[config.mk]
export PLATFORM = sky130hd
export DESIGN_NAME = fetch_ctrl
export DESIGN_NICKNAME = d
export VERILOG_FILES = /design/src/common/rv_fetch_pkg.sv /design/src/fetch/fetch_ctrl.sv
export SDC_FILE = /design/constraint.sdc
export NUM_CORES = 1
export LEC_CHECK = 0
export BUFFER_PORTS_ARGS = -buffer_cell sky130_fd_sc_hd__buf_2
export CORE_ASPECT_RATIO = 0.8
export CORE_MARGIN = 1.5
export CORE_UTILIZATION = 36
export DETAILED_ROUTE_END_ITERATION = 10
export PLACE_DENSITY = 0.84
export SETUP_SLACK_MARGIN = 0.02
export SKIP_CTS_REPAIR_TIMING = 1
export SLEW_MARGIN = 20
export SYNTH_ARGS = -nofsm -noshare
export SYNTH_HDL_FRONTEND = slang
export SYNTH_SLANG_ARGS = --single-unit
[constraint.sdc]
create_clock -name i_clk -period 1.5 [get_ports i_clk]
set_input_delay 0.225 -clock i_clk [delete_from_list [all_inputs] [get_ports i_clk]]
set_output_delay 0.225 -clock i_clk [all_outputs]
set_load 0.01 [all_outputs]
[src/common/rv_fetch_pkg.sv]
package rv_fetch_pkg;

    //////////////////////////////////////////////////
    // address and data widths

    // default byte address width of the fetch path.
    localparam int IADDR_BITS = 16;

    // one instruction halfword, the unit the fetch buffer stores.
    typedef logic [15:0] parcel_t;

    typedef logic [31:0] word_t;    // memory word or a full instruction.

    //////////////////////////////////////////////////
    // fetch controller

    // IDLE may request, WAIT has read data on the memory bus this cycle,
    // DROP follows a redirect that hit a pending read.
    typedef enum logic [1:0]
    {
        IDLE,
        WAIT,
        DROP
    } fetch_state_e;

endpackage

[src/fetch/fetch_ctrl.sv]
`timescale 1ns/1ps

module fetch_ctrl
#(
    parameter int          IADDR_BITS = rv_fetch_pkg::IADDR_BITS,
    parameter int unsigned RESET_PC   = 0
)
(
    input  logic                        i_clk,
    input  logic                        i_reset_n,

    input  logic                        i_redirect,
    input  logic [IADDR_BITS-1:1]       i_redirect_pc,

    output logic                        o_fetch_req,
    output logic [IADDR_BITS-3:0]       o_fetch_addr,
    input  logic                        i_fetch_gnt,
    input  rv_fetch_pkg::word_t         i_mem_rdata,

    input  logic                        i_buf_full,
    output logic                        o_push_single,
    output logic                        o_push_double,
    output rv_fetch_pkg::parcel_t       o_data_lo,
    output rv_fetch_pkg::parcel_t       o_data_hi
);

    rv_fetch_pkg::fetch_state_e state;
    rv_fetch_pkg::fetch_state_e state_next;

    logic [IADDR_BITS-1:1]      fetch_pc;
    logic                       odd_half;
    logic                       resp_valid;

    // the low pc bit picks the halfword inside the word.
    assign odd_half     = fetch_pc[1];
    assign o_fetch_addr = fetch_pc[IADDR_BITS-1:2];

    //////////////////////////////////////////////////
    // state machine

    always_comb
    begin
        state_next = state;
        case (state)
            rv_fetch_pkg::IDLE:
            begin
                if (i_fetch_gnt)
                    state_next = rv_fetch_pkg::WAIT;
            end
            rv_fetch_pkg::WAIT:
            begin
                // a redirect here makes the word on the bus stale.
                if (i_redirect)
                    state_next = rv_fetch_pkg::DROP;
                else
                    state_next = rv_fetch_pkg::IDLE;
            end
            rv_fetch_pkg::DROP:
            begin
                state_next = rv_fetch_pkg::IDLE;   // one quiet cycle after the flush.
            end
            default:
            begin
                state_next = rv_fetch_pkg::IDLE;
            end
        endcase
    end

    always_ff @(posedge i_clk)
    begin
        if (!i_reset_n)
            state <= rv_fetch_pkg::IDLE;
        else
            state <= state_next;
    end

    //////////////////////////////////////////////////
    // request and push

    assign o_fetch_req = (state == rv_fetch_pkg::IDLE) & !i_buf_full & !i_redirect;

    assign resp_valid    = (state == rv_fetch_pkg::WAIT) & !i_redirect;
    assign o_push_single = resp_valid & odd_half;    // only the upper parcel is wanted.
    assign o_push_double = resp_valid & !odd_half;
    assign o_data_lo     = i_mem_rdata[15:0];
    assign o_data_hi     = i_mem_rdata[31:16];

    // the fetch pc moves by the number of parcels pushed.
    always_ff @(posedge i_clk)
    begin
        if (!i_reset_n)
            fetch_pc <= (IADDR_BITS-1)'(RESET_PC);
        else if (i_redirect)
            fetch_pc <= i_redirect_pc;
        else if (o_push_single)
            fetch_pc <= fetch_pc + 1'b1;
        else if (o_push_double)
            fetch_pc <= fetch_pc + 2'd2;
    end

endmodule

==> impl_results.md <==
* Yosys Warn Count at 0
* P_leak at 0.717 nW
* Synthesized Nets at 225
* DP HPWL at between 2000 and 2500 microns
* DRT antenna net count at 0
* CP startpoint kind: flip-flop
* Fill count at 350
* Worst Path Required at 1.66 ns
* First-pass GRT wire length at 5200 microns
* Routed WL at 3430 microns
* Gr usage total at 16.0%
* Commonest non-fill, non-tap cell in the layout: buf_2
* Routability Congestion at 0.873
* Max cap viols at 0
* Clock skew at between 0.01 and 0.015 ns
* Final Slew Violations at 0
* Syn Std Cell Area at 0.00136 sq mm
* Clk root buf: clkbuf_8
* Ports at between 100 and 150
* DR WL/cell at 14.7 microns
* Initial DRC Count at 80
* Drt drc at 3
* Slew @ Worst Pin at 0.296 ns
* Failing checks: DRC, setup timing
* Wire length on met2 at around 1500 microns
* Ant diodes at 0
* Non-Filler Instances at 233
* Status: complete, but fails checks
* CP endpoint kind: flip-flop
* RSZ-0062 raised after global routing: yes
* PnR worst setup slack at -0.0136 ns
* Relative slew margins at 79.8%
* Clk slew on worst S/H paths at roughly 0.08 ns
* Pin count of the biggest net entering global routing at 15
* Initial antenna violation count at 0
* Length of routed wiring on met1 at 1650 microns
* Share of power burned in registers at 44.8%
* Post-layout util at between 40 and 50%
* Final Critical Period at 1.51 ns
* Net Switching at 0.341 mW
* Multi-input logic area at 753 sq um
* Starting Density at 38.6%
* CP max FO at 5
* Commonest cells after routing, fill and taps aside: buf_2, buf_4, nand2_1
* Worst-Skew Late Latency at 0.26 ns
* Cells after Synth at between 150 and 200
* Met3 wire length at ~250 microns
* Type of the most critical hold path: in -> reg
* Kind of critical path: reg -> reg
* Combinational power share at between 20% and 30%
* Final Hold Fails at 0
* Switching share of total power at 29.7%
* Pwr Total at approximately 1.1 mW
* Setup violators final at 1
* Longest Clk Path Bufs at 2
* Critical Path AT at 1.67 ns
* Vias in the first global route at 1117
* Top layer in use: met4
* Core area at about 0.0035 sq mm
* Sequential area share after synthesis at between 20 and 30%
* Vias/cell at 5.31
* Max Freq at between 600 and 700 MHz
* Pwr dens at 698 mW/mm^2
* Clock tree sinks at 17
* Vias at 1237
* Die Span Y at 58.0 microns
* Area growth, synth to finish at 20.9%
* Detailed Routing Iterations Pass 1 at 10
* Synth cell types at 38
* Die Area at roughly 0.0042 sq mm
* CTS buffer count at 3
* Die W at just over 70 microns
* TritonCTS clock tree: done
* Syn Area/Cell at 7.95 sq um
* Ratio of cells with drive above 1 in the final layout at 51.3%
* Worst hold margin at between 0.15 and 0.2 ns
* Register area at 363 sq um
* Seq cells post-synth at 17
* IO buf count at 36
* Ys async rst share at 0%
* Grt ovf at 0
* Top FF cell, synth: dfxtp_1
* H-tree levels at 1
* Worst Hold Depth at 3
* Max VDD drop at 0.000315 V
* Post-synth EDFFs at 0
* Nets@finish at between 200 and 250
* Power share of the clock group at approximately a third
* Internal power component at 0.806 mW
* DP Cell Count at roughly 230
* R2R depth at 4
* Final worst-path cycle share at 101%
* Cell row count at 19
* Setup TNS at -0.0136 ns
==> critical path, stage by stage, from the launching register on <==
cell,delay [ns]
dfxtp_2,0.35
and4bb_4,0.36
mux2i_4,0.32
nor3_2,0.09
a221o_1,0.29
==> path summary, 6_finish.rpt <==
path,from,endpoint,slack [ns]
hold / removal,i_fetch_gnt,state[0],0.17
setup reg to reg,state[1],fetch_pc[15],-0.01
setup / recovery,state[1],fetch_pc[15],-0.01
hold reg to reg,state[0],state[0],0.55
==> cell usage after synthesis (2+ instances only) <==
master    number  share of area, %
o21ai_0       11               4.1
nand2_1       12               3.3
or4_1          4               2.2
xor2_1         4               2.6
o211a_1        3               2.2
ha_1           2               1.8
nor2_1         2              0.55
clkbuf_1       6               1.7
inv_1          2              0.55
buf_4         46                25
nor4_1         3               1.4
o211ai_1       2               1.1
o31ai_1        2               1.1
nand4_1        4               1.8
or3_1          3               1.4
nand3_1        9               3.3
and3_1         3               1.4
a21oi_1        3               1.1
a31oi_1        3               1.4
nor3_1         4               1.5
dfxtp_1       17                25
xnor2_1        2               1.3
nor2b_1        4               1.8
nand2b_1       6               2.8
==> layout make-up <==
cell class / instances / share of cell area (%)
tap: 42 / 3.20
inverter: 2 / 0.457
timing repair buffer: 67 / 25.6
clock buffer: 3 / 2.51
clock inverter: 1 / 0.305
multi-input combinational: 101 / 45.8
sequential: 17 / 22.1
==> per-stage QoR <==
stage,worst slack (ns),area [sq um]
floorplan,-0.0253,1400
global placement,0.000416,1490
detailed placement,-0.0600,1490
CTS,-0.0902,1530
global route,-0.0369,1640
finish,-0.0136,1640
==> cells by family after synthesis <==
group / share of synthesized area [%]
AND/OR/NAND/NOR: 24.5
multiplexers: 1.75
XOR/XNOR: 3.87
AO/OA/AOI/OAI: 15.4
adder cells (fa/ha/maj): 1.84
buffers and inverters: 27.6
flip-flops: 25.0
==> power groups by stage <==
stage	clock network, mW	registers [mW]	logic [mW]
2_1_floorplan	0	0.524	0.229
5_1_grt	0.382	0.518	0.294
3_3_place_gp	0	0.518	0.242
6_report	0.364	0.513	0.269
4_1_cts	0.364	0.510	0.248
3_5_place_dp	0	0.519	0.246
==> layer usage <==
metal	GRT usage [%]	up-vias
met5	0	-
met4	4.31	0
met3	5.04	8
met2	23.9	55
met1	22.3	564
li1	-	610
==> sequential cells by signal, summed over array words and instances, names as in the netlist <==
register,count
state,2
fetch_pc,15
Note: power is estimated with default switching activity, not from simulation.
