`src/common/rv_fetch_pkg.sv`:
```
package rv_fetch_pkg;

    //////////////////////////////////////////////////
    // address and data widths

    // default byte address width of the fetch path.
    localparam int IADDR_BITS = 16;

    // one instruction halfword, the unit the fetch buffer stores.
    typedef logic [15:0] parcel_t;

    typedef logic [31:0] word_t;    // memory word or a full instruction.

    //////////////////////////////////////////////////
    // fetch controller

    // IDLE may request, WAIT has read data on the memory bus this cycle,
    // DROP follows a redirect that hit a pending read.
    typedef enum logic [1:0]
    {
        IDLE,
        WAIT,
        DROP
    } fetch_state_e;

endpackage

```
`src/fetch/rv_fetch_buf.sv`:
```
`timescale 1ns/1ps

module rv_fetch_buf
#(
    parameter int          IADDR_BITS = rv_fetch_pkg::IADDR_BITS,
    parameter int          DEPTH_BITS = 2,
    parameter int unsigned RESET_PC   = 0
)
(
    input  logic                        i_clk,
    input  logic                        i_reset_n,

    input  logic                        i_redirect,
    input  logic [IADDR_BITS-1:1]       i_redirect_pc,

    input  rv_fetch_pkg::parcel_t       i_data_lo,
    input  rv_fetch_pkg::parcel_t       i_data_hi,
    input  logic                        i_push_single,
    input  logic                        i_push_double,

    input  logic                        i_pop,
    output rv_fetch_pkg::parcel_t       o_data_lo,
    output rv_fetch_pkg::parcel_t       o_data_hi,
    output logic [IADDR_BITS-1:1]       o_pc,

    output logic                        o_empty,
    output logic                        o_full
);

    localparam int QSIZE  = 2 ** DEPTH_BITS;
    localparam int HEAD_W = DEPTH_BITS + 1;

    rv_fetch_pkg::parcel_t  data [QSIZE];

    logic [HEAD_W-1:0]      head;           // number of parcels held.
    logic [HEAD_W-1:0]      head_next_pop;
    logic [HEAD_W-1:0]      head_next;
    logic [HEAD_W-1:0]      pop_count;
    logic [HEAD_W-1:0]      push_count;

    logic                   is_comp;
    logic                   pop_single;
    logic                   pop_double;
    logic                   push_single;
    logic                   push_double;

    logic [IADDR_BITS-1:1]  pc;
    logic [IADDR_BITS-1:1]  pc_incr;

    //////////////////////////////////////////////////
    // queue occupancy

    // anything but 2'b11 in the low bits marks a compressed instruction.
    assign is_comp = (data[0][1:0] != 2'b11);

    assign pop_single = i_pop & is_comp;
    assign pop_double = i_pop & !is_comp;

    // pushes landing together with a redirect belong to the old stream.
    assign push_single = i_push_single & !i_redirect;
    assign push_double = i_push_double & !i_redirect;

    assign pop_count  = HEAD_W'({pop_double, pop_single});
    assign push_count = HEAD_W'({push_double, push_single});

    // pop first, then append behind what is left.
    assign head_next_pop = head - pop_count;
    assign head_next     = head_next_pop + push_count;

    always_ff @(posedge i_clk)
    begin
        if (!i_reset_n || i_redirect)
            head <= '0;
        else
            head <= head_next;
    end

    // a full instruction needs both of its parcels before it is shown.
    assign o_empty = (head == '0) | ((head == HEAD_W'(1)) & !is_comp);
    assign o_full  = (head > HEAD_W'(QSIZE - 2));  // fewer than two free slots.

    //////////////////////////////////////////////////
    // parcel slots

    for (genvar i = 0; i < QSIZE; i++)
    begin : g_slot
        logic                   update_lo;
        logic                   update_hi;
        logic                   write_en;
        rv_fetch_pkg::parcel_t  shift_1;
        rv_fetch_pkg::parcel_t  shift_2;
        rv_fetch_pkg::parcel_t  next;

        assign update_hi = (push_single & (head_next_pop == HEAD_W'(i))) |
                           (push_double & (i > 0) & (head_next_pop == HEAD_W'(i - 1)));
        assign update_lo = push_double & (head_next_pop == HEAD_W'(i));

        if (i + 1 < QSIZE)
        begin : g_shift_1
            assign shift_1 = data[i + 1];
        end
        else
        begin : g_zero_1
            assign shift_1 = '0;
        end

        if (i + 2 < QSIZE)
        begin : g_shift_2
            assign shift_2 = data[i + 2];
        end
        else
        begin : g_zero_2
            assign shift_2 = '0;
        end

        assign next = update_hi  ? i_data_hi :
                      update_lo  ? i_data_lo :
                      pop_single ? shift_1 :
                                   shift_2;

        assign write_en = update_hi | update_lo | pop_single | pop_double;

        always_ff @(posedge i_clk)
        begin
            if (write_en)
                data[i] <= next;
        end
    end

    //////////////////////////////////////////////////
    // program counter

    assign pc_incr = is_comp ? (IADDR_BITS-1)'(1) : (IADDR_BITS-1)'(2);

    always_ff @(posedge i_clk)
    begin
        if (!i_reset_n)
            pc <= (IADDR_BITS-1)'(RESET_PC);
        else if (i_redirect)
            pc <= i_redirect_pc;
        else if (i_pop)
            pc <= pc + pc_incr;
    end

    assign o_data_lo = data[0];
    assign o_data_hi = data[1];
    assign o_pc      = pc;

endmodule

```
`config.mk`:
```
export PLATFORM = sky130hd
export DESIGN_NAME = rv_fetch_buf
export DESIGN_NICKNAME = d
export VERILOG_FILES = /design/src/common/rv_fetch_pkg.sv /design/src/fetch/rv_fetch_buf.sv
export SDC_FILE = /design/constraint.sdc
export NUM_CORES = 1
export LEC_CHECK = 0
export BUFFER_PORTS_ARGS = -buffer_cell sky130_fd_sc_hd__buf_2
export CAP_MARGIN = 20
export CORE_MARGIN = 2
export CORE_UTILIZATION = 45
export CTS_BUF_LIST = sky130_fd_sc_hd__clkbuf_8
export DETAILED_ROUTE_END_ITERATION = 8
export PLACE_DENSITY_LB_ADDON = 0.08
export SLEW_MARGIN = 20
export SYNTH_ARGS = -nofsm -noshare
export SYNTH_HDL_FRONTEND = slang
export SYNTH_SLANG_ARGS = --single-unit
```
`constraint.sdc`:
```
create_clock -name i_clk -period 5.4 [get_ports i_clk]
set_input_delay 0.27 -clock i_clk [delete_from_list [all_inputs] [get_ports i_clk]]
set_output_delay 0.27 -clock i_clk [all_outputs]
set_load 0.1 [all_outputs]
```
==> flow_summary_export.csv <==
group,metric,value,unit
run_status,outcome,"finished clean",
floorplan,core-area,10700,um2
setup_path,cp-end-kind,"flop",
floorplan,start_util,45.9,%
place,placed_area,5550,um2
timing,max_freq,286,MHz
place,dp_hpwl,8.65,mm
global_routing,grt_start_max_net_pins,49,
routing,drc_errors,0,
setup_path,rr_worst_depth,7,
setup_path,crit_family,"simple AND/OR/NAND/NOR gates",
setup_path,crit_start,"data[0][0]",
logic_synthesis,synthDistinctLibCells,46,
setup_path,r2r_start,"data[0][0]",
pwr,p_sw_share,51.4,%
global_routing,antenna_found_initial,0,
clock_tree,cts_setup_buffers,0,
timing,drv_slew,0,
clock_tree,htreeDepth,3,
cells_and_area,layout-drive-gt1-share,24.0,%
routing,post_drt_wl_per_cell,17.1,um
global_routing,grt_pass1_vias,4000,
floorplan,die-area,11800,um2
global_routing,grt_pass1_wl,20.6,mm
setup_path,cp-endpoint,"data[0][0]",
floorplan,die_w,109,um
logic_synthesis,yosys.area.top_type,"edfxtp_1",
logic_synthesis,syn_nets,590,
setup_path,cp_slowest_cell,"nand2_1",
routing,drtIter0Drc,264,
timing,worst_pin_slew,0.931,ns
routing,ant_nets,0,
floorplan,io-pin-count,102,
clock_tree,cts_tree,"done",
run,max_cap_violations,0,
cells_and_area,fin_area,5790,um2
logic_synthesis,syn_avg_cell_area,9.31,um2
logic_synthesis,synth.top_cell.area_share,39.0,%
cells_and_area,area_growth,17.3,%
clock_tree,root_buffer,"clkbuf_8",
logic_synthesis,synth_edf_count,64,
routing,viasPerCell,5.45,
setup_path,cpMostUsedCell,"nand2_1",
logic_synthesis,yosys_warnings,0,
routing,vias,4164,
routing,dr.pass1.iters,5,
timing,skew,0.0108,ns
logic_synthesis,ys_ff_latch,82,
pwr,p_int,1.70,mW
cells_and_area,nNetsFinal,679,
place,globalplace.congestion,0.799,
pwr,peakVddDrop,0.000402,V
floorplan,std_cell_rows,38,
place,dp.cells,748,
setup_path,rr_endpoint,"data[0][0]",
setup_path,crit_fanout,17,
setup_path,startpoint_type,"flop",
clock_tree,clock-sinks,82,
clock_tree,path_clk_slew,0.09,ns
setup_path,crit_chain,"a21bo_2 -> inv_1 -> ha_1 -> fa_1 -> and4b_1 -> nand2_1 -> nand2_1",
setup_path,cp.buffers_inverters,1,
logic_synthesis,syn_area,4930,um2
clock_tree,hold_buffers,0,
setup_path,cp.depth,7,
pwr,p_per_area,603,nW/um2
global_routing,grt_usage,23.0,%
clock_tree,clk_path_buf_depth,2,
pwr,p_sw,1.79,mW
clock_tree,numCtsBuffers,9,
clock_tree,cts_resized,0,
place,io_buffers,101,
setup_path,slowest_delay,0.86,ns
setup_path,cp.arrival,3.48,ns
cells_and_area,post-route-util,53.8,%
pwr,power_frac_seq,30.6,%
worst_hold_path,min_path_type,"in2reg",
setup_path,ff2ff_setup_slack,1.90,ns
worst_hold_path,min_path_cells,3,
cells_and_area,final_cells,764,
pwr,clockPowerShare,15.2,%
pwr,leakagePower,2.35,nW
timing,max-slew-margin-rel,37.8,%
cells_and_area,layout_common_cells,"nand2_1, buf_2, edfxtp_1",
timing,setup_viol,0,
timing,rsz0062_at_grt,"no",
logic_synthesis,yosys_most_used_dff,"edfxtp_1",
pwr,combPwrFrac,54.2,%
cells_and_area,antenna_cells,0,
timing,finalCriticalPeriod,3.50,ns
routing,drt_wl_total,13.0,mm
timing,hold_viol,0,
logic_synthesis,ys_seq_area_share,46.3,%
timing,fin_crit_sh,64.8,%
setup_path,crit_type,"reg2reg",
global_routing,grt_overflow,0,
floorplan,die_h,109,um
setup_path,cp.required,5.38,ns
timing,fin_setup_tns,0,ns
cells_and_area,fill_cells,1030,
logic_synthesis,async_flop_share,0,%
logic_synthesis,netlist_top_cells_area,"edfxtp_1, nand2_1, dfxtp_1, o21ai_0, and3_1",
logic_synthesis,netlist_instances,530,
cells_and_area,layout_commonest_cell,"nand2_1",
clock_tree,clock_latency,0.36,ns
## worst min path at each step
stage / startpoint / to / slack, ns
after floorplan: i_reset_n / o_pc[2] / 0.40
after global placement: i_redirect_pc[2] / o_pc[2] / 0.53
after detailed placement: i_redirect_pc[2] / o_pc[2] / 0.53
after CTS: i_redirect_pc[2] / o_pc[2] / 0.15
after global routing: i_redirect_pc[14] / o_pc[14] / 0.18
final: i_redirect_pc[2] / o_pc[2] / 0.16
## routing by layer
metal  part of all wire [%]  track usage, %
met3                    6.7            3.71
met4                    2.4            10.3
met2                     47            37.5
met5                      0               0
met1                     44            30.3
## per-stage QoR
stage | setup slack (ns) | hold slack [ns] | total power, mW
global placement | 1.80 | 0.529 | 2.96
finish | 1.90 | 0.159 | 3.49
floorplan | 0.958 | 0.398 | 2.64
global route | 1.72 | 0.182 | 3.66
CTS | 1.93 | 0.150 | 3.51
detailed placement | 1.76 | 0.533 | 2.97
## cell families (layout without fill, tap and decap cells)
family | after synthesis | in the layout | share of synthesized area, %
AND/OR/NAND/NOR | 216 | 216 | 20.6
AO/OA/AOI/OAI | 113 | 113 | 14.3
flip-flops | 82 | 82 | 46.3
buffers and inverters | 63 | 157 | 5.61
multiplexers | 33 | 33 | 7.79
XOR/XNOR | 16 | 16 | 3.22
adder cells (fa/ha/maj) | 7 | 7 | 2.23
## sequential cells by signal, indices dropped and copies added (netlist names)
| register | flops |
|---|---|
| data | 64 |
| head | 3 |
| o_pc | 15 |
## Yosys cell counts, types with 4 or more instances
| library cell | count |
|---|---|
| mux2i_1 | 17 |
| a21oi_1 | 13 |
| and3_1 | 34 |
| nor2_1 | 22 |
| o2bb2ai_1 | 16 |
| nand2_1 | 124 |
| edfxtp_1 | 64 |
| clkbuf_1 | 25 |
| mux2_4 | 9 |
| mux2_2 | 7 |
| o31ai_1 | 16 |
| o21ai_0 | 62 |
| xnor2_1 | 13 |
| nor3_1 | 5 |
| ha_1 | 4 |
| nor4_1 | 6 |
| inv_1 | 28 |
| dfxtp_1 | 18 |
## power by group through the flow
stage                     combinational [mW]  sequential [mW]  clock [mW]
after global placement                  1.88             1.08           0
final                                   1.89             1.07       0.531
after floorplan                        0.676             1.97           0
after global routing                    2.00             1.10       0.563
after CTS                               1.90             1.07       0.540
after detailed placement                1.89             1.08           0
## area by class of cell
type                            count  area (um2)  area share (%)
Clock buffer                        9         124            2.14
Tap cell                          140         175            3.03
Inverter                           28         105            1.82
Sequential cell                    82        2280            39.4
Clock inverter                      7         110            1.90
Timing Repair Buffer              113         596            10.3
Multi-Input combinational cell    385        2390            41.4
## worst reg2reg max path, stage by stage, from the launching register on
cell      delay [ns]
edfxtp_1        0.38
a21bo_2         0.15
inv_1           0.05
ha_1            0.19
fa_1            0.82
and4b_1         0.31
nand2_1         0.37
nand2_1         0.86
No activity file was read; power rests on OpenSTA's default activity.
