$ cat config.mk
export PLATFORM = sky130hd
export DESIGN_NAME = mem_arbiter
export DESIGN_NICKNAME = d
export VERILOG_FILES = /design/src/common/rv_fetch_pkg.sv /design/src/source/mem_arbiter.sv
export SDC_FILE = /design/constraint.sdc
export NUM_CORES = 1
export LEC_CHECK = 0
export BUFFER_PORTS_ARGS = -buffer_cell sky130_fd_sc_hd__buf_2
export CORE_AREA = 3 3 67 69
export DETAILED_ROUTE_END_ITERATION = 12
export DIE_AREA = 0 0 70 72
export PLACE_DENSITY = 0.66
export SYNTH_ARGS = -nofsm -noshare
export SYNTH_HDL_FRONTEND = slang
export SYNTH_SLANG_ARGS = --single-unit
$ cat constraint.sdc
create_clock -name i_clk -period 1.9 [get_ports i_clk]
set_input_delay 0.095 -clock i_clk [delete_from_list [all_inputs] [get_ports i_clk]]
set_output_delay 0.095 -clock i_clk [all_outputs]
set_load 0.02 [all_outputs]
$ cat src/common/rv_fetch_pkg.sv
package rv_fetch_pkg;

    //////////////////////////////////////////////////
    // address and data widths

    // default byte address width of the fetch path.
    localparam int IADDR_BITS = 16;

    // one instruction halfword, the unit the fetch buffer stores.
    typedef logic [15:0] parcel_t;

    typedef logic [31:0] word_t;    // memory word or a full instruction.

    //////////////////////////////////////////////////
    // fetch controller

    // IDLE may request, WAIT has read data on the memory bus this cycle,
    // DROP follows a redirect that hit a pending read.
    typedef enum logic [1:0]
    {
        IDLE,
        WAIT,
        DROP
    } fetch_state_e;

endpackage

$ cat src/source/mem_arbiter.sv
`timescale 1ns/1ps

module mem_arbiter
#(
    parameter int IADDR_BITS     = rv_fetch_pkg::IADDR_BITS,
    parameter int MEM_WORDS_BITS = 10
)
(
    input  logic                        i_clk,
    input  logic                        i_reset_n,

    input  logic                        i_dmem_req,
    input  logic                        i_dmem_we,
    input  logic [MEM_WORDS_BITS-1:0]   i_dmem_addr,
    input  rv_fetch_pkg::word_t         i_dmem_wdata,
    output rv_fetch_pkg::word_t         o_dmem_rdata,
    output logic                        o_dmem_ack,

    input  logic                        i_fetch_req,
    input  logic [IADDR_BITS-3:0]       i_fetch_addr,
    output logic                        o_fetch_gnt,

    output logic                        o_mem_en,
    output logic                        o_mem_we,
    output logic [IADDR_BITS-3:0]       o_mem_addr,
    output rv_fetch_pkg::word_t         o_mem_wdata,
    input  rv_fetch_pkg::word_t         i_mem_rdata
);

    logic dmem_owner;   // data port owned the memory last cycle.

    //////////////////////////////////////////////////
    // request side

    // the data port always wins, fetch only gets idle cycles.
    assign o_fetch_gnt = i_fetch_req & !i_dmem_req;

    assign o_mem_en    = i_dmem_req | i_fetch_req;
    assign o_mem_we    = i_dmem_req & i_dmem_we;
    assign o_mem_addr  = i_dmem_req ? (IADDR_BITS-2)'(i_dmem_addr) : i_fetch_addr;
    assign o_mem_wdata = i_dmem_wdata;

    //////////////////////////////////////////////////
    // response side

    always_ff @(posedge i_clk)
    begin
        if (!i_reset_n)
            dmem_owner <= 1'b0;
        else
            dmem_owner <= i_dmem_req;
    end

    assign o_dmem_ack   = dmem_owner;
    assign o_dmem_rdata = dmem_owner ? i_mem_rdata : '0;   // fetch data stays private.

endmodule

==> results of run 1 <==
[cells by family (layout without fill, tap and decap cells)]
kind of cell           after synthesis  after routing  synth area share
and+or+nand+nor                     40             40             0.378
buffers and inverters               37            110             0.413
muxes                               10             10             0.179
DFF                                  1              1            0.0298
[layer usage]
metal | GRT usage | wire, µm | share of wire | vias up
met2 | 0.124 | 910 | 0.44 | 98
li1 | - | - | - | 384
met5 | 0 | 0 | 0 | -
met1 | 0.0664 | 648 | 0.31 | 316
met3 | 0.0457 | 495 | 0.24 | 4
met4 | 0.00426 | 12 | 0.0058 | 0
[placed cells by master (no fill, tap or decap)]
master	n
sky130_fd_sc_hd__and2_1	34
sky130_fd_sc_hd__and2b_1	3
sky130_fd_sc_hd__buf_2	110
sky130_fd_sc_hd__dfxtp_1	1
sky130_fd_sc_hd__mux2_2	8
sky130_fd_sc_hd__mux2_4	2
sky130_fd_sc_hd__nor2b_1	2
sky130_fd_sc_hd__or2_1	1
[area by class of cell]
type                            instances  area, µm²  area share
Sequential cell                         1       20.0      0.0199
Multi-Input combinational cell         50        374       0.371
Tap cell                               50       62.6      0.0621
Timing Repair Buffer                  110        551       0.547
[stage by stage]
stage	utilization	cells	hold slack, ns
5_1_grt	0.254	211	0.190
3_5_place_dp	0.254	211	0.190
4_1_cts	0.254	211	0.190
3_3_place_gp	0.254	211	0.190
2_1_floorplan	-	88	0.222
6_report	0.254	211	0.190
[synth_stat cells]
| cell type | number | area, µm² |
|---|---|---|
| sky130_fd_sc_hd__clkbuf_1 | 3 | 11.3 |
| sky130_fd_sc_hd__dfxtp_1 | 1 | 20.0 |
| sky130_fd_sc_hd__and2_1 | 34 | 213 |
| sky130_fd_sc_hd__nor2b_1 | 2 | 12.5 |
| sky130_fd_sc_hd__and2b_1 | 3 | 22.5 |
| sky130_fd_sc_hd__mux2_4 | 2 | 30.0 |
| sky130_fd_sc_hd__mux2_2 | 8 | 90.1 |
| sky130_fd_sc_hd__buf_8 | 1 | 15.0 |
| sky130_fd_sc_hd__buf_6 | 1 | 11.3 |
| sky130_fd_sc_hd__or2_1 | 1 | 6.26 |
| sky130_fd_sc_hd__buf_4 | 32 | 240 |
[power groups by stage]
| stage | combinational, mW | clock, mW | sequential, mW |
|---|---|---|---|
| 6_report | 0.224 | 0 | 0.0290 |
| 5_1_grt | 0.241 | 0 | 0.0308 |
| 4_1_cts | 0.227 | 0 | 0.0293 |
| 3_5_place_dp | 0.226 | 0 | 0.0293 |
| 3_3_place_gp | 0.225 | 0 | 0.0289 |
| 2_1_floorplan | 0.228 | 0 | 0.0251 |
[worst paths after layout]
path,start,end,slack [ns]
max,o_dmem_ack,o_dmem_rdata[5],0.66
min,i_dmem_wdata[21],o_mem_wdata[21],0.19
==> metrics, run 1 <==
outcome=complete, no violations; final count of pins violating max slew=0; overall overflow remaining after global route=0; sw frac=0.473; switching power=119 µW; number of antenna violations at the first check in global routing=0; number of top-level pins=175; pre-CTS setup slack=0.640 ns; filler cell count in the final layout=435; antenna cell count=0; Worst path max stage delay=0.75 ns; count of state elements after synthesis=1; hpwl dp=1.85 mm; critical path's slowest cell=sky130_fd_sc_hd__dfxtp_1; post-layout min period=1.24 ns; count of hold-fix buffers inserted at cts=0; required time worst endpoint=1.80 ns; Crit path depth=2; vias in the first global route=705; critical path arrival=1.15 ns; unrepaired setup endpoints after global routing=no; synthesized instance count=88; Leakage=0.652 nW; ordered cell list for the critical path=and2_1 -> buf_2; worst relative slew slack=0.534; min setup slack post-route=0.656 ns; average wire per cell in the routed design=9.79 µm; average cell area after synthesis=7.64 µm²; count of yosys warnings during synthesis=0; area of the die=5040 µm²; Seq/Total Area, Yosys=0.0298; share of power burned in registers=0.115; 1st-iter DRT viols=7; final weighted congestion of routability-driven global placement=0.700; combinational fraction of design power=0.885; Synthesized Nets=181; crit path max fanout=33; Initial Utilization=0.169; Post-DP Area=1010 µm²; Total Power Consumption=253 µW; CP Class=reg2out; Cell Int Power=133 µW; core area=3970 µm²; Routed Wire Length=2.07 mm; CP top delay family=flip-flops; Area Growth Syn to Fin=49.9%; vertical die dimension=72 µm; hold violation total from the final report=0; number of buffers and inverters on the critical path=1; Critical Path Sink Type=output pin; Clk network pwr share=0; Power per Cell Area=251 nW/µm²; final design area excluding fillers=1010 µm²; total setup violations reported at the end of the flow=0; first-pass GRT wire length=3.02 mm; ANT nets after route=0; clock edge transition at the registers on the reported setup and hold paths=0 ns; vias post-DR=802; row count=23; floorplan die width=70 µm; Vias per Instance=3.80; area of the mapped netlist=672 µm²; combined global-route utilization of all metal layers=0.0676; Largest register FFs=1; number of gates resized after CTS=0; Period Utilization, post-route=0.655; Fmax achieved=0.804 GHz; unique cell type count in the Yosys netlist=11; number of max-cap violations=0; DRC violation count after routing=0; post-CTS setup buffer count=0; transition time at the pin with the least slew margin=0.697 ns; DRT Pass-1 Iters=2; IO Port Bufs=110; nets@finish=256; Hold Path Cell Cnt=0; maximum number of pins on one net before global-route repair=34; total negative slack=0 ns; largest vdd supply drop=67.9 µV; fraction of layout cells with a size suffix above 1=0.745; worst hold path class=in2out; type of element launching the critical path=register
Note: power is estimated with default switching activity, not from simulation.
==> inputs of run 2 (changes only) <==
CORE_AREA = 3 3 66 68   (was 3 3 67 69)
DIE_AREA = 0 0 69 71   (was 0 0 70 72)
PLACE_DENSITY = 0.68   (was 0.66)
clock period = 1.3 ns   (was 1.9 ns; I/O delays follow)
==> run 2 against run 1 <==
Combinational power increased by 51%. Utilization increased by 0.56 points. Final cell count increased by 0.47%. Global-route usage increased by 0.71 points. Sequential power increased by 15%. First-iteration DRC count increased by 29%. Die area decreased by 2.8%. Routed wire length increased by 3.7%. Critical endpoint is now o_mem_addr[2]. Largest cell class unchanged.
==> metrics, run 2 (synthesis results as in run 1) <==
most numerous cell on the critical path=sky130_fd_sc_hd__buf_2; post-CTS setup buffer count=0; nets@finish=257; total setup violations reported at the end of the flow=0; core area=3910 µm²; row count=23; first-pass GRT wire length=3.13 mm; final count of pins violating max slew=0; Critical Path Sink Type=output pin; type of element launching the critical path=input pin; unrepaired setup endpoints after global routing=no; crit path max fanout=18; required time worst endpoint=1.24 ns; vias post-DR=802; vertical die dimension=71 µm; CP top delay family=buffers and inverters; outcome=complete, no violations; Worst path max stage delay=0.38 ns; transition time at the pin with the least slew margin=0.345 ns; fraction of layout cells with a size suffix above 1=0.747; DRC violation count after routing=0; average wire per cell in the routed design=10.1 µm; DRT Pass-1 Iters=3; total negative slack=0 ns; Cells after DPL=212; Period Utilization, post-route=0.742; Routed Wire Length=2.14 mm; Initial Utilization=0.172; count of placed standard cells in the final layout, fillers left out=212; Vias per Instance=3.78; number of buffers and inverters on the critical path=2; critical path's slowest cell=sky130_fd_sc_hd__mux2_2; ANT nets after route=0; Largest register FFs=1; number of max-cap violations=0; 1st-iter DRT viols=9; overall overflow remaining after global route=0; count of hold-fix buffers inserted at cts=0; largest vdd supply drop=87.5 µV; utilization of the core after routing=0.259; worst relative slew slack=0.770; IO Port Bufs=110; final weighted congestion of routability-driven global placement=0.738; maximum number of pins on one net before global-route repair=34; combined global-route utilization of all metal layers=0.0747; floorplan die width=69 µm; Power per Cell Area=367 nW/µm²; antenna cell count=0; number of gates resized after CTS=0; area of the die=4900 µm²; vias in the first global route=677; Post-DP Area=1010 µm²; hold violation total from the final report=0; critical path arrival=0.90 ns; Area Growth Syn to Fin=51.0%; Fmax achieved=1.04 GHz; ordered cell list for the critical path=buf_2 -> mux2_2 -> buf_2; number of antenna violations at the first check in global routing=0; worst hold path class=in2out; post-layout min period=0.965 ns; most frequent cells in the layout=sky130_fd_sc_hd__buf_2 (110), sky130_fd_sc_hd__and2_1 (34), sky130_fd_sc_hd__mux2_2 (8); most common cell after layout, fill and taps aside=sky130_fd_sc_hd__buf_2; hpwl dp=1.89 mm; number of top-level pins=175; final design area excluding fillers=1010 µm²; CP Class=in2out; Leakage=0.657 nW
-- run 2: metal layers --
metal  track usage  wire, µm
met5             0         0
met4        0.0217        58
met3        0.0270       372
met2         0.145       998
met1        0.0738       713
-- run 2: worst paths after layout --
path        startpoint               to  slack (ns)  cells after the start
min   i_dmem_wdata[13]  o_mem_wdata[13]        0.13                      0
max         i_dmem_req    o_mem_addr[2]        0.34                      3
-- run 2: final cells by class --
| cell class | instances | area (µm²) |
|---|---|---|
| tap | 50 | 62.6 |
| sequential | 1 | 20.0 |
| fill | 430 | 2900 |
| multi-input combinational | 50 | 374 |
| timing repair buffer | 111 | 558 |
-- run 2: power breakdown --
part / internal (mW) / switching (mW) / leakage (nW)
logic: 0.164 / 0.175 / 0.649
clock network: 0 / 0 / 0
registers: 0.0330 / 0.000333 / 0.00834
total: 0.197 / 0.176 / 0.657
-- run 2: stage by stage --
stage | hold WS [ns] | setup slack (ns) | power, mW
after floorplan | 0.192 | 0.291 | 0.370
after global placement | 0.130 | 0.330 | 0.373
after detailed placement | 0.130 | 0.305 | 0.377
after CTS | 0.130 | 0.309 | 0.378
after global routing | 0.130 | 0.257 | 0.401
final | 0.130 | 0.335 | 0.372
==> inputs of run 3 (changes only) <==
PLACE_DENSITY = 0.71   (was 0.68)
clock period = 0.8 ns   (was 1.3 ns; I/O delays follow)
==> run 3 against run 2 <==
The flow now finishes with violations (setup timing). Critical path depth unchanged. Sequential share of layout area down 0.29 points. Worst hold slack lost 0.050 ns. Global-route usage is 0.56 points lower. Utilization increased by 6.3 points. First-iteration DRC count is the same. Critical path type is now reg2out. Critical endpoint is now o_dmem_rdata[30]. Largest power group unchanged. Highest routed layer unchanged.
==> metrics, run 3 (synthesis results as in run 1) <==
core area=3910 µm²; final count of pins violating max slew=0; floorplan die width=69 µm; final design area excluding fillers=1260 µm²; outcome=complete, but fails checks; IO Port Bufs=110; Initial Utilization=0.172; Routed Wire Length=2.26 mm; worst hold path class=in2out; Post-DP Area=1070 µm²; M2 GR Usage=0.130; ANT nets after route=0; GR Layer Usage met1=0.0670; first-pass GRT wire length=3.07 mm; 1st-iter DRT viols=9; nets@finish=257; critical path arrival=0.78 ns; count of hold-fix buffers inserted at cts=0; Area Growth Syn to Fin=87.7%; hpwl dp=1.86 mm; vias post-DR=823; most frequent cells in the layout=sky130_fd_sc_hd__buf_2 (77), sky130_fd_sc_hd__and2_2 (30), sky130_fd_sc_hd__buf_6 (30); area of the die=4900 µm²; Critical Path Sink Type=output pin; overall overflow remaining after global route=0; DRT Pass-1 Iters=2; Largest register FFs=1; maximum number of pins on one net before global-route repair=34; unrepaired setup endpoints after global routing=yes; combined global-route utilization of all metal layers=0.0691; final weighted congestion of routability-driven global placement=0.657; Power per Cell Area=566 nW/µm²; post-CTS setup buffer count=0; ordered cell list for the critical path=buf_12 -> and2_2 -> buf_4; hold violation total from the final report=0; row count=23; DRC violation count after routing=0; worst relative slew slack=0.908; number of max-cap violations=0; violated checks=setup timing; Total Power Consumption=714 µW; post-layout min period=0.823 ns; number of top-level pins=175; Period Utilization, post-route=1.03; required time worst endpoint=0.76 ns; GR Layer Usage met3=0.0398; beginning of the critical path=o_dmem_ack; crit path max fanout=33; number of antenna violations at the first check in global routing=0; Fmax achieved=1.22 GHz; transition time at the pin with the least slew margin=0.137 ns; Cells after DPL=212; largest vdd supply drop=305 µV; filler cell count in the final layout=405; Critical path destination=o_dmem_rdata[30]; total setup violations reported at the end of the flow=8; type of element launching the critical path=register; Vias per Instance=3.88; most common cell after layout, fill and taps aside=sky130_fd_sc_hd__buf_2; GRT busiest layer=met2; CP Class=reg2out; min setup slack post-route=-0.0229 ns; vias in the first global route=738; count of placed standard cells in the final layout, fillers left out=212; Worst path max stage delay=0.30 ns; vertical die dimension=71 µm; average wire per cell in the routed design=10.6 µm; clock edge transition at the registers on the reported setup and hold paths=0 ns; Leakage=0.714 nW; fraction of layout cells with a size suffix above 1=0.938; antenna cell count=0; critical path's slowest cell=sky130_fd_sc_hd__dfxtp_2
[run 3: changes by cell type in the layout (fill, tap and decap cells not counted)]
cell                      before  now
sky130_fd_sc_hd__buf_12        0    1
sky130_fd_sc_hd__buf_2       110   77
sky130_fd_sc_hd__and2_1       34    4
sky130_fd_sc_hd__dfxtp_2       0    1
sky130_fd_sc_hd__and2_2        0   30
sky130_fd_sc_hd__buf_6         0   30
sky130_fd_sc_hd__dfxtp_1       1    0
sky130_fd_sc_hd__buf_4         1    3
[run 3: layer usage]
| layer | routed length (µm) | share of wire |
|---|---|---|
| met3 | 388 | 0.17 |
| met5 | 0 | 0 |
| met4 | 17 | 0.0075 |
| met2 | 1200 | 0.53 |
| met1 | 646 | 0.29 |
[run 3: power by group]
part / internal (mW) / switching (mW) / leakage [nW]
Combinational: 0.359 / 0.299 / 0.705
Clock: 0 / 0 / 0
Sequential: 0.0542 / 0.00201 / 0.00860
Total: 0.413 / 0.301 / 0.714
[run 3: how the worst min path moves through the flow]
stage	startpoint	endpoint	slack, ns	cells past startpoint
2_1_floorplan	i_reset_n	o_dmem_ack	0.17	1
3_3_place_gp	i_dmem_wdata[17]	o_mem_wdata[17]	0.08	0
3_5_place_dp	i_dmem_wdata[17]	o_mem_wdata[17]	0.08	0
4_1_cts	i_dmem_wdata[17]	o_mem_wdata[17]	0.08	0
5_1_grt	i_dmem_wdata[18]	o_mem_wdata[18]	0.08	0
6_report	i_dmem_wdata[14]	o_mem_wdata[14]	0.08	0
[run 3: final cells by class]
type | instances | area (µm²) | share of cell area
multi-input combinational | 50 | 412 | 0.326
sequential | 1 | 21.3 | 0.0169
tap | 50 | 62.6 | 0.0496
timing repair buffer | 111 | 766 | 0.607
[run 3: repair_timing]
item | CTS | global route
setup endpoints to repair | 41 | 32
endpoints found under the hold margin | 0 | 0
resized for setup | 5 | 58
[run 3: per-stage QoR]
step | utilization | setup TNS (ns) | hold WS (ns) | worst slack (ns)
after floorplan | - | -0.190 | 0.167 | -0.00633
after CTS | 0.276 | -0.428 | 0.0801 | -0.0243
after global routing | 0.322 | -0.700 | 0.0801 | -0.0458
after global placement | 0.272 | -1.03 | 0.0801 | -0.0922
after detailed placement | 0.272 | -1.47 | 0.0801 | -0.120
final | 0.322 | -0.0406 | 0.0800 | -0.0229
[run 3: critical path: cells and delay by family, from the launching register on]
family        cells  cell delay, ns
flops             1            0.30
simple gates      1            0.17
buf+inv           2            0.29
